### src/hw/vmem_pkg.sv
package vmem_pkg;

  localparam int WIDTH   = 32;  // data word width.
  localparam int NUMVBNK = 8;   // number of single-port banks.
  localparam int BITVBNK = 3;
  localparam int NUMVROW = 64;  // rows in each bank.
  localparam int BITVROW = 6;

  typedef logic [WIDTH-1:0]   word_t;
  typedef logic [BITVBNK-1:0] bank_t;
  typedef logic [BITVROW-1:0] row_t;

  // One spare word per row, tagged with the bank it belongs to.
  typedef struct packed {
    logic  vld;
    bank_t bank;
    word_t data;
  } spare_t;

endpackage

### src/hw/vmem_spare_store.sv
`timescale 1ns/1ps

module vmem_spare_store (
  input  logic             clk,
  input  logic             reset,
  input  logic             sp_rd1,
  input  vmem_pkg::row_t   sp_row1,
  output vmem_pkg::spare_t sp_q1,
  input  logic             sp_rd2,
  input  vmem_pkg::row_t   sp_row2,
  output vmem_pkg::spare_t sp_q2,
  input  logic             sp_write,
  input  vmem_pkg::row_t   sp_wrrow,
  input  vmem_pkg::spare_t sp_din
);

  import vmem_pkg::*;

  spare_t tbl [NUMVROW];

  always_ff @(posedge clk) begin
    if (reset) begin
      for (int i = 0; i < NUMVROW; i++) begin
        tbl[i].vld <= 1'b0;  // bank and data fields keep whatever they held.
      end
    end else if (sp_write) begin
      tbl[sp_wrrow] <= sp_din;
    end
  end

  // Both ports read the table as it stood before this cycle's write.
  always_ff @(posedge clk) begin
    if (sp_rd1) begin
      sp_q1 <= tbl[sp_row1];
    end
  end

  always_ff @(posedge clk) begin
    if (sp_rd2) begin
      sp_q2 <= tbl[sp_row2];
    end
  end

endmodule

### config.mk
export PLATFORM = sky130hd
export DESIGN_NAME = vmem_spare_store
export DESIGN_NICKNAME = d
export VERILOG_FILES = /design/src/hw/vmem_pkg.sv /design/src/hw/vmem_spare_store.sv
export SDC_FILE = /design/constraint.sdc
export NUM_CORES = 2
export LEC_CHECK = 0
export BUFFER_PORTS_ARGS = -buffer_cell sky130_fd_sc_hd__buf_2
export CAP_MARGIN = 20
export CELL_PAD_IN_SITES_DETAIL_PLACEMENT = 1
export CELL_PAD_IN_SITES_GLOBAL_PLACEMENT = 1
export CORE_MARGIN = 8
export CORE_UTILIZATION = 55
export CTS_BUF_LIST = sky130_fd_sc_hd__clkbuf_4 sky130_fd_sc_hd__clkbuf_8
export DETAILED_ROUTE_END_ITERATION = 10
export PLACE_DENSITY = 0.79
export SLEW_MARGIN = 5
export SYNTH_ARGS = -nofsm -noshare
export SYNTH_HDL_FRONTEND = slang
export SYNTH_SLANG_ARGS = --single-unit
### constraint.sdc
create_clock -name clk -period 4.1 [get_ports clk]
set_clock_uncertainty 0.05 [all_clocks]
set_input_delay 0.205 -clock clk [delete_from_list [all_inputs] [get_ports clk]]
set_output_delay 0.205 -clock clk [all_outputs]
set_load 0.05 [all_outputs]
* Word-level counts from Yosys, hierarchy flattened
Memories as Yosys holds them, arrays and structs flattened. A register that Yosys moved wholly into a read port is not among the register bits.
Index checks and enable logic that the tools add are counted.
** Word-level totals
- Input bits :: 59
- Output and inout port bits :: 72
- Register bits after elaboration :: 0
- Logic and storage cells :: 10
- Bits in writable memories :: 2304
- Memories kept :: 1
** Memories
- tbl :: depth 64, width 36, rd ports 2, clocked after memory_dff 2, write ports 64, line vmem_spare_store.sv:19 : spare_t tbl [NUMVROW];
** Operators by class
- Muxes and demuxes :: 8
- Reduce and logical (&&, ||, !) cells :: 1
** Operators with widths (count)
- 2-to-1 mux 36 bit :: 1
- OR reduction 36 bit :: 1
- 2-to-1 mux 6 bit :: 1
- 2-to-1 mux 1 bit :: 5
- 2-to-1 mux 2 bit :: 1

* Logic depth before layout (Yosys ltp)
- Depth in word-level cells :: 5
- Gate-level depth with buffers :: 9
- Gate-level depth less buffers :: 5

* Worst setup path before layout
OpenSTA, ideal clock, no wires.
- Path type :: input -> register
- Start :: in sp_wrrow[5]
- End :: mem tbl[50][35] (netlist name), enable pin
- Data required time :: 3.753 ns
- Data arrival time :: 2.822 ns
- Stages on the path :: 6
- Library setup time :: 0.297 ns
- Path buffers :: 2
- Setup slack :: 0.931 ns
- Path through :: clkbuf_1 > nand2_1 > or2_2 > clkbuf_1 > nor2_1 > or2_2
** RTL lines
- start: declaration :: line vmem_spare_store.sv:13 : input vmem_pkg::row_t sp_wrrow,
- end: declaration :: line vmem_spare_store.sv:19

==> results.yml <==
outcome:
  status: "finished with violations"
  violations: "negative hold slack"
synthesis:
  synth_top_family_by_area: "multiplexers"
  synth.area.top_cells: "edfxtp_1, mux4_2, mux2i_1"
  synth_top_area_share_pct: 65.7
  synth.largest_area_cell: "edfxtp_1"
  syn_area_um2: 109000
  synthCells: 5427
  yosysMostFrequentCell: "edfxtp_1"
  synth-xor-area-share_pct: 0
  yosys.area_share.simple_pct: 2.68
  yosysSeqAreaShare_pct: 65.7
  syn_avg_cell_area_um2: 20.0
  synth_compound_area_share_pct: 4.49
  synthTopCellsByCount: "edfxtp_1, mux4_2, mux2i_1"
  synth_fp_nets: 5486
  muxShareOfSynthArea_pct: 24.9
  ys_seq_elements: 2376
  synth_fa_ha_area_share_pct: 0
  yosys_warnings: 0
  synthArstFlopShare_pct: 0
  synth-edff-count: 2376
  synth_cell_types: 45
  synth_ff_type: "edfxtp_1"
sta:
  finalSetupTns_ps: 0
  slew_headroom_pct: 19.0
  drv_slew: 0
  min_period_ps: 2980
  fmax_mhz: 336
  finalCritPeriodShare_pct: 72.7
  tightest_slew_ps: 1220
  final-setup-viol-count: 0
  hold_viol_final: 1
  rsz0062_at_grt: "false"
  hold_ws_ps: -1.29
routing:
  wl_per_cell_um: 46.0
  drc_errors: 0
  routed_wl_mm: 410
  viasPerCell: 7.91
  ant_nets: 0
  drt-pass1-iter-count: 8
  num_vias: 70484
  drt_iter0_markers: 12825
place:
  placed_cells: 8120
  routabilityCongestion: 0.893
  portBuffers: 130
  dp_hpwl_mm: 253
setup_path:
  critPathSlowestCell: "a211oi_1"
  crit_chain: "dlygate4sd3_1 -> buf_8 -> buf_4 -> buf_4 -> mux2i_1 -> a22oi_1 -> nand4_1 -> a211oi_1 -> o22a_1"
  crit_arrival_ps: 3880
  required_ps: 5000
  cp-start-kind: "input pin"
  path_common_cell: "buf_4"
  path_class: "in -> reg"
  critPathMaxFanout: 53
  crit_path_end_kind: "flip-flop"
  cp_slowest_stage_delay_ps: 720
floorplan:
  fp-row-count: 163
  coreArea_um2: 197000
  pin_count: 131
  dieArea_um2: 212000
  die_y_um: 460
  dieWidth_um: 460
  initial_core_util_pct: 55.1
power:
  leakagePower_nw: 39.6
  power_density_nw_per_um2: 428
  ir_drop_mv: 0.411
job:
  max_cap_violations: 0
clocking:
  cts.clk_slew.worst_paths_ps: 60
  post_cts.repair.setup_buffers: 0
  clk_latency_ps: 1150
  ctsLongestPathBuffers: 4
  cts-buffers-inserted: 401
  ctsRootBufferMaster: "clkbuf_8"
  htree_levels: 5
  clkSinkCount: 2376
  cts_tree: "built"
worst_hold_path:
  min_path_type: "in -> reg"
global_routing:
  grt_pass1_vias: 71198
  gr-usage-all-layers_pct: 37.9
  antenna_found_initial: 30
  grt_start_max_net_pins: 97
  grt_first_pass_wirelength_mm: 561
  grt_overflow: 0
finish:
  syn_to_final_growth_pct: 13.4
  layout-drive-gt1-share_pct: 37.5
  final_nets: 6024
  final.fill_count: 16294
  final_cells: 8915
-- layout by cell type, fill, tap and decap left out, types with 6 or more instances in the layout --
cell type,netlist,final
edfxtp_1,2376,2376
mux4_2,1061,1061
clkbuf_8,0,406
mux2i_1,299,299
buf_4,104,289
o22ai_1,197,197
a22oi_1,140,140
buf_2,137,123
clkbuf_4,1,120
clkinv_1,0,104
buf_12,0,98
a21oi_1,77,77
or2_2,72,72
nor2_1,137,71
nor2_4,0,65
o221ai_1,63,63
dlygate4sd3_1,0,61
a211oi_1,59,59
and3_1,56,56
nor2b_1,50,44
nand2_1,50,43
clkinv_2,0,43
o22a_1,41,41
a221oi_1,38,38
nor3_1,37,37
nand4_1,27,27
o21ai_0,27,27
nor4_1,28,27
a22o_1,25,25
and2_1,22,22
diode_2,0,21
nand2b_1,24,19
nand3_1,16,16
mux2_2,15,15
o21ai_1,10,10
o21a_1,8,8
bufinv_16,0,8
nand2_2,0,7
clkinvlp_4,0,6
buf_8,0,6
-- sequential cells by signal, summed over array words and instances (netlist names) --
register  cells
sp_q1        36
sp_q2        36
tbl        2304
-- layout make-up --
| class | count | area (um^2) | area share [%] |
|---|---|---|---|
| diodes | 21 | 52.6 | 0.0427 |
| clock inverters | 166 | 940 | 0.764 |
| repair buffers | 578 | 5480 | 4.45 |
| flip-flops and latches | 2376 | 71300 | 58.0 |
| clock buffers | 526 | 6490 | 5.27 |
| multi-input cells | 2608 | 35400 | 28.8 |
| well taps | 2640 | 3300 | 2.68 |
-- power by group --
part           total [mW]  switching, mW  internal [mW]
clock                20.6           9.85           10.7
sequential           27.2          0.196           27.0
combinational        4.86           3.07           1.79
-- per-layer routing --
layer | GRT usage [%] | part of all wire (%) | vias to the layer above | routed length (um)
met1 | 49.1 | 32 | 36451 | 132000
met3 | 12.4 | 15 | 1720 | 63200
met4 | 23.3 | 7.8 | 22 | 32100
met2 | 56.3 | 44 | 7427 | 182000
li1 | - | - | 24864 | -
met5 | 0 | 0.036 | - | 147
-- cell families (layout without fill, tap and decap cells) --
group | count (synthesis) | count (layout)
AO/OA/AOI/OAI | 692 | 692
buffers and inverters | 443 | 1270
flip-flops | 2376 | 2376
multiplexers | 1375 | 1375
other | 0 | 21
AND/OR/NAND/NOR | 541 | 541
-- final timing paths --
path	from	to	slack, ps	cells after the start
max	sp_row1[1]	sp_q1[11]	1120	9
min reg2reg	tbl[62][5]	sp_q1[5]	900	4
max reg2reg	tbl[38][17]	sp_q1[17]	1410	4
min	sp_din[13]	tbl[3][13]	-1	2
-- worst max-delay path, delay by kind of cell --
kind	cells	cell delay, ps
compound gates	3	1200
simple gates	1	180
mux	1	160
buf+inv	4	1980
-- per-stage QoR --
step / power, mW / utilization [%] / worst slack [ps] / cell area [um^2] / hold slack (ps)
floorplan: 30.3 / - / 931 / 109000 / 254
global placement: 32.1 / 58.2 / 675 / 114000 / 727
detailed placement: 32.3 / 58.2 / 672 / 115000 / 722
CTS: 52.4 / 62.3 / 1230 / 123000 / 69.1
global route: 53.6 / 62.5 / 1110 / 123000 / 13.3
finish: 52.6 / 62.5 / 1120 / 123000 / -1.29
-- repair_timing --
item                      4_1_cts  5_1_grt
hold buffers                   59        2
hold endpoints to repair     2593       17
gates resized for setup         0        0
No activity file was read; power rests on OpenSTA's default activity.
