## config.mk

```make
export PLATFORM = sky130hd
export DESIGN_NAME = vmem_ctrl
export DESIGN_NICKNAME = d
export VERILOG_FILES = /design/src/hw/vmem_pkg.sv /design/src/hw/vmem_ctrl.sv
export SDC_FILE = /design/constraint.sdc
export NUM_CORES = 1
export LEC_CHECK = 0
export BUFFER_PORTS_ARGS = -buffer_cell sky130_fd_sc_hd__buf_2
export CAP_MARGIN = 5
export CORE_MARGIN = 4
export CORE_UTILIZATION = 47
export DETAILED_ROUTE_END_ITERATION = 10
export GPL_ROUTABILITY_DRIVEN = 0
export PLACE_DENSITY = 0.84
export SYNTH_ARGS = -nofsm -noshare
export SYNTH_HDL_FRONTEND = slang
export SYNTH_SLANG_ARGS = --single-unit
```

## constraint.sdc

```tcl
create_clock -name clk -period 6.9 [get_ports clk]
set_input_delay 2.07 -clock clk [delete_from_list [all_inputs] [get_ports clk]]
set_output_delay 2.07 -clock clk [all_outputs]
set_load 0.01 [all_outputs]
```

## src/hw/vmem_pkg.sv

```systemverilog
package vmem_pkg;

  localparam int WIDTH   = 32;  // data word width.
  localparam int NUMVBNK = 8;   // number of single-port banks.
  localparam int BITVBNK = 3;
  localparam int NUMVROW = 64;  // rows in each bank.
  localparam int BITVROW = 6;

  typedef logic [WIDTH-1:0]   word_t;
  typedef logic [BITVBNK-1:0] bank_t;
  typedef logic [BITVROW-1:0] row_t;

  // One spare word per row, tagged with the bank it belongs to.
  typedef struct packed {
    logic  vld;
    bank_t bank;
    word_t data;
  } spare_t;

endpackage

```

## src/hw/vmem_ctrl.sv

```systemverilog
`timescale 1ns/1ps

module vmem_ctrl #(
  parameter int DRAM_DELAY = 2
) (
  input  logic             clk,
  input  logic             reset,
  input  logic             pread,
  input  vmem_pkg::bank_t  prdbadr,
  input  vmem_pkg::row_t   prdradr,
  input  logic             pwrite,
  input  vmem_pkg::bank_t  pwrbadr,
  input  vmem_pkg::row_t   pwrradr,
  input  vmem_pkg::word_t  pdin,
  output vmem_pkg::word_t  pdout,
  output logic             pdout_vld,
  output logic             phy_read,
  output vmem_pkg::bank_t  phy_rdbank,
  output vmem_pkg::row_t   phy_rdrow,
  output logic             phy_write,
  output vmem_pkg::bank_t  phy_wrbank,
  output vmem_pkg::row_t   phy_wrrow,
  output vmem_pkg::word_t  phy_din,
  input  vmem_pkg::word_t  phy_dout,
  output logic             sp_rd1,
  output vmem_pkg::row_t   sp_row1,
  input  vmem_pkg::spare_t sp_q1,
  output logic             sp_rd2,
  output vmem_pkg::row_t   sp_row2,
  input  vmem_pkg::spare_t sp_q2,
  output logic             sp_write,
  output vmem_pkg::row_t   sp_wrrow,
  output vmem_pkg::spare_t sp_din
);

  import vmem_pkg::*;

  logic   rd_vld_q;
  bank_t  rd_bank_q;
  row_t   rd_row_q;
  logic   wr_vld_q;
  bank_t  wr_bank_q;
  row_t   wr_row_q;
  word_t  wr_din_q;
  logic   upd_vld;
  row_t   upd_row;
  spare_t upd_ent;
  spare_t rd_ent;
  spare_t wr_ent;
  logic   rd_hit;
  logic   collide;
  logic   evict;
  logic   vld_pipe [DRAM_DELAY];
  logic   hit_pipe [DRAM_DELAY];
  word_t  dat_pipe [DRAM_DELAY];

  assign sp_rd1  = pread;
  assign sp_row1 = prdradr;
  assign sp_rd2  = pwrite;
  assign sp_row2 = pwrradr;

  always_ff @(posedge clk) begin
    if (reset) begin
      rd_vld_q <= 1'b0;
      wr_vld_q <= 1'b0;
      upd_vld  <= 1'b0;
    end else begin
      rd_vld_q <= pread;
      wr_vld_q <= pwrite;
      upd_vld  <= sp_write;
    end
  end

  always_ff @(posedge clk) begin
    rd_bank_q <= prdbadr;
    rd_row_q  <= prdradr;
    wr_bank_q <= pwrbadr;
    wr_row_q  <= pwrradr;
    wr_din_q  <= pdin;
    upd_row   <= sp_wrrow;
    upd_ent   <= sp_din;
  end

  // last cycle's update is not yet visible in the returned entries.
  assign rd_ent = (upd_vld && (upd_row == rd_row_q)) ? upd_ent : sp_q1;
  assign wr_ent = (upd_vld && (upd_row == wr_row_q)) ? upd_ent : sp_q2;

  assign rd_hit  = rd_vld_q && rd_ent.vld && (rd_ent.bank == rd_bank_q);
  assign collide = wr_vld_q && phy_read && (wr_bank_q == rd_bank_q);
  assign evict   = collide && wr_ent.vld && (wr_ent.bank != wr_bank_q);

  assign phy_read   = rd_vld_q && !rd_hit;
  assign phy_rdbank = rd_bank_q;
  assign phy_rdrow  = rd_row_q;

  always_comb begin
    phy_write  = collide ? evict : wr_vld_q;  // a collision frees the evicted word's bank.
    phy_wrbank = evict ? wr_ent.bank : wr_bank_q;
    phy_wrrow  = wr_row_q;
    phy_din    = evict ? wr_ent.data : wr_din_q;
    sp_write   = 1'b0;
    sp_wrrow   = wr_row_q;
    sp_din     = '{vld: 1'b1, bank: wr_bank_q, data: wr_din_q};
    if (collide) begin
      sp_write = 1'b1;
    end else if (wr_vld_q && wr_ent.vld && (wr_ent.bank == wr_bank_q)) begin
      sp_write   = 1'b1;  // the bank now holds the newer word.
      sp_din.vld = 1'b0;
    end
  end

  always_ff @(posedge clk) begin
    if (reset) begin
      for (int i = 0; i < DRAM_DELAY; i++) begin
        vld_pipe[i] <= 1'b0;
      end
    end else begin
      vld_pipe[0] <= rd_vld_q;
      for (int i = 1; i < DRAM_DELAY; i++) begin
        vld_pipe[i] <= vld_pipe[i-1];
      end
    end
  end

  always_ff @(posedge clk) begin
    hit_pipe[0] <= rd_hit;
    dat_pipe[0] <= rd_ent.data;
    for (int i = 1; i < DRAM_DELAY; i++) begin
      hit_pipe[i] <= hit_pipe[i-1];
      dat_pipe[i] <= dat_pipe[i-1];
    end
  end

  assign pdout_vld = vld_pipe[DRAM_DELAY-1];
  assign pdout     = hit_pipe[DRAM_DELAY-1] ? dat_pipe[DRAM_DELAY-1] : phy_dout;

endmodule

```

======== After elaboration in Yosys (flattened, before gate mapping) ========
Memories as Yosys holds them, arrays and structs flattened.
Cells that the tools add are included.
W data, S select, Z words.
cells by class
  equality and inequality tests ........... 6
  bitwise logic cells ..................... 2
  reduce and logical (&&, ||, !) cells .... 12
  mux-type cells .......................... 15
operator list
  cell                 count
  $mux W36             2
  $mux W32             2
  $eq A6 B6 Y1         2
  $logic_and A1 B1 Y1  11
  $mux W1              10
  $eq A3 B3 Y1         3
  $mux W3              1
  $ne A3 B3 Y1         1
  $or A1 B1 Y1         2
  $logic_not A1 Y1     1
word-level totals
  bits in writable memories ............... 68
  input bits .............................. 158
  output and inout bits ................... 142
  register bits after elaboration ......... 95
  memories ................................ 3
memories
  name      words  bits a word  read ports  clocked after Yosys merged registers in  wr ports  line             source
  dat_pipe  2      32           2           0                                        2         vmem_ctrl.sv:55  word_t dat_pipe [DRAM_DELAY];
  hit_pipe  2      1            2           0                                        2         vmem_ctrl.sv:54  logic hit_pipe [DRAM_DELAY];
  vld_pipe  2      1            2           0                                        2         vmem_ctrl.sv:53  logic vld_pipe [DRAM_DELAY];

======== Depth between registers and ports, before layout ========
  word-level depth ........................ 12
  depth in mapped cells ................... 8
  mapped depth without buffers ............ 7

======== Worst setup path before layout ========
Ideal clock, no wire load.
  path type ............................... in2out
  from .................................... input sp_q1[33] (netlist bit)
  to ...................................... output phy_din[19]
  path slack .............................. 989 ps
  arrival time ............................ 3841 ps
  buffers on the path ..................... 1
  stages on the path ...................... 7
  cell sequence ........................... nand2b_1 > a2bb2oi_1 > a311oi_1 > a311o_1 > a311oi_4 > buf_6 > mux2_1
on the way
  word-level cells in the longest chain between the ends .. 10
ends and longest elaborated chain
  item                               line              source
  start: declaration                 vmem_ctrl.sv:27   input vmem_pkg::spare_t sp_q1,
  $mux W36                           vmem_ctrl.sv:85   assign rd_ent = (upd_vld && (upd_row == rd_row_q)) ? upd_ent : sp_q1;
  $eq A3 B3 Y1                       vmem_ctrl.sv:88   assign rd_hit = rd_vld_q && rd_ent.vld && (rd_ent.bank == rd_bank_q);
  $logic_and A1 B1 Y1                vmem_ctrl.sv:88
  $logic_not A1 Y1                   vmem_ctrl.sv:92   assign phy_read = rd_vld_q && !rd_hit;
  $logic_and A1 B1 Y1                vmem_ctrl.sv:92
  $logic_and A1 B1 Y1 (2 in series)  vmem_ctrl.sv:89   assign collide = wr_vld_q && phy_read && (wr_bank_q == rd_bank_q);
  $logic_and A1 B1 Y1 (2 in series)  vmem_ctrl.sv:90   assign evict = collide && wr_ent.vld && (wr_ent.bank != wr_bank_q);
  $mux W32                           vmem_ctrl.sv:100  phy_din = evict ? wr_ent.data : wr_din_q;
  end: declaration                   vmem_ctrl.sv:23   output vmem_pkg::word_t phy_din,
Every way passes these cells.

======== Worst setup path in the final report ========
  from .................................... input sp_q1[33] (netlist bit)
  to ...................................... output phy_din[8]
Same word-level chain as after synthesis.

==> run metrics <==
status finished, final reports clean; Core ar. 11,100 µm²; Mapped Area 5420 µm²; Max stage delay on crit path 0.47 ns; GR Util All Layers 19.9%; Synth Warn # 0; Hold Slack 0.322 ns; total number of vias 3,965; Pleak 3.47 nW; Clk Latency, worst-skew pair 0.41 ns; post-route ant nets 0; number of global-route vias before repair 4,177; CP Data Arrival Time 4.23 ns; I/O Pins 300; largest net degree at the start of global routing 33; fin nets 835; H-tree levels 4; Die Y 115 µm; worst slew pin tran 0.852 ns; Post-CTS Setup Inserts 0; synth top area cells dfxtp_1, mux2_2, buf_4; reg-to-reg slack, setup 4.49 ns; design area 7500 µm²; period utilization 91.2%; share of layout cells above drive strength 1 67.5%; TritonCTS clock tree done; met2 wire length 7450 µm; R2R Path Start phy_wrrow[1]$_DFF_P_; worst path cell trace buf_2 -> nand2b_1 -> a2bb2oi_1 -> a311oi_1 -> a311o_1 -> a311oi_4 -> buf_4 -> mux2_2 -> buf_2; RSZ-0062 raised after global routing false; placed inst area 6910 µm²; first-pass iteration count of the detailed router 4; Die X 115 µm; first-pass GRT wire length 20,100 µm; Yosys top cell by area dfxtp_1; Final min period 6.30 ns; post-DR vias/cell 4.78; GR Overflow Total 0; die footprint 13,300 µm²; # DRC 0; # rows 38; Worst setup SP type input pin; input/output buffers 299; Initial Utilization 48.9%; Ant. Diodes 0; CTS root buf clkbuf_16; crit end category output pin; Clock Path Buffers 2; total chip power 2.12 mW; Hold Violations, Final 0; final wirelength 13,700 µm; max_slew headroom 43.2%; Initial DRC Count 108; CP max stage cell a311o_1; Final setup viols 0; WS Path Type input pin to output pin; dpl ws 0.621 ns; fillcell total 784; WL met3 1180 µm; CTS Hold Bufs 0; fin util 67.7%; DRT met1 WL 4690 µm; highest routed layer met4; Final Slew Violations 0; Worst IR Drop VDD 0.203 mV; sequential area share after synthesis 60.2%; Worst Setup SP sp_q1[33]; skew final 0.00683 ns; Worst Min Path Start dat_pipe[0][17]$_DFF_P_; worst hold path class flip-flop to flip-flop; CTS sink cnt 163; Synth Register Bits 163; Non-Filler Instances 829; CP Max Fanout 19; max cap viols 0; min setup slack post-route 0.604 ns; cts bufs inserted 17; DP HPWL 10,600 µm; Pwr Density 283 nW/µm²; setup TNS 0 ns; post_cts resized 0; clock-pin slew on the worst setup and hold paths 0.06 ns; cell mode on critical path buf_2; Cells after Synth 387; Placed Cells 798; synthesis-to-layout area growth 38.5%; proportion of netlist area held by the largest area contributor 60.2%; Yosys cell types 28; syn_area_per_cell 14.0 µm²; Data required, critical path 4.83 ns; DR WL/cell 16.5 µm; FMAX 159 MHz; syn_nets 545; initial antenna violation count 0
[cells by family after synthesis]
kind of cell	synth area share (%)
buffers and inverters	4.23
and+or+nand+nor	2.70
xor gates and xnor gates	3.56
AOI/OAI and AO/OA	1.59
DFF	60.2
muxes	27.7
[Yosys cell counts]
cell type	count
nand3_1	4
a311o_1	1
buf_4	20
a2bb2oi_1	1
a311oi_4	1
buf_6	3
nor2b_1	6
nor4_4	1
a311oi_1	1
a21o_1	1
mux2i_1	6
nand4_1	3
and3_1	1
nand2b_1	2
mux2_1	2
mux2_2	126
xnor2_1	17
buf_1	3
inv_1	2
xor2_1	5
dfxtp_1	163
or2_2	1
nand2_1	3
nor4_1	1
a21oi_1	1
nor2_2	1
clkbuf_1	7
o21ai_0	4
[power breakdown]
group / internal (mW) / switching [mW] / leakage (nW)
Clock: 0.582 / 0.346 / 0.291
Combinational: 0.101 / 0.0751 / 1.81
Sequential: 0.992 / 0.0289 / 1.37
Total: 1.67 / 0.450 / 3.47
[area by class of cell]
class,instances,area (µm²),share of cell area [%]
clock inverters,11,135,1.80
well taps,140,175,2.33
repair buffers,304,1530,20.4
flip-flops and latches,163,3260,43.5
inverters,2,7.51,0.100
clock buffers,20,457,6.09
multi-input cells,189,1930,25.7
[worst paths after layout]
path,cells past startpoint,to
worst max-delay path,9,phy_din[8]
worst min-delay path,0,dat_pipe[0][49]$_DFF_P_
worst max register to register,8,upd_ent[35]$_DFF_P_
worst min register to register,0,dat_pipe[0][49]$_DFF_P_
[critical path, delay by kind of cell]
family | cells | cell delay (ns)
AOI/OAI and AO/OA | 4 | 1.04
buffers and inverters | 3 | 0.58
muxes | 1 | 0.38
and+or+nand+nor | 1 | 0.14
[sequential cells by signal, summed over array words and instances, names as in the netlist]
register	flops
phy_rdbank	3
upd_vld	1
upd_ent	36
rd_vld_q	1
wr_bank_q	3
wr_din_q	32
wr_vld_q	1
dat_pipe	64
upd_row	6
vld_pipe	2
phy_rdrow	6
phy_wrrow	6
hit_pipe	2
[cells in the final DEF (no fill, tap or decap), drive strengths merged, types with 4 or more instances in the layout]
master,instances
buf,304
dfxtp,163
mux2,128
clkbuf,20
xnor2,17
mux2i,6
nor2b,6
clkinv,6
xor2,5
nand3,4
o21ai,4
[routing by layer]
metal | track usage (%) | vias up
li1 | - | 1898
met3 | 6.89 | 30
met5 | 0 | -
met2 | 38.3 | 195
met4 | 9.08 | 0
met1 | 18.7 | 1842
(Power assumes the default switching activity.)
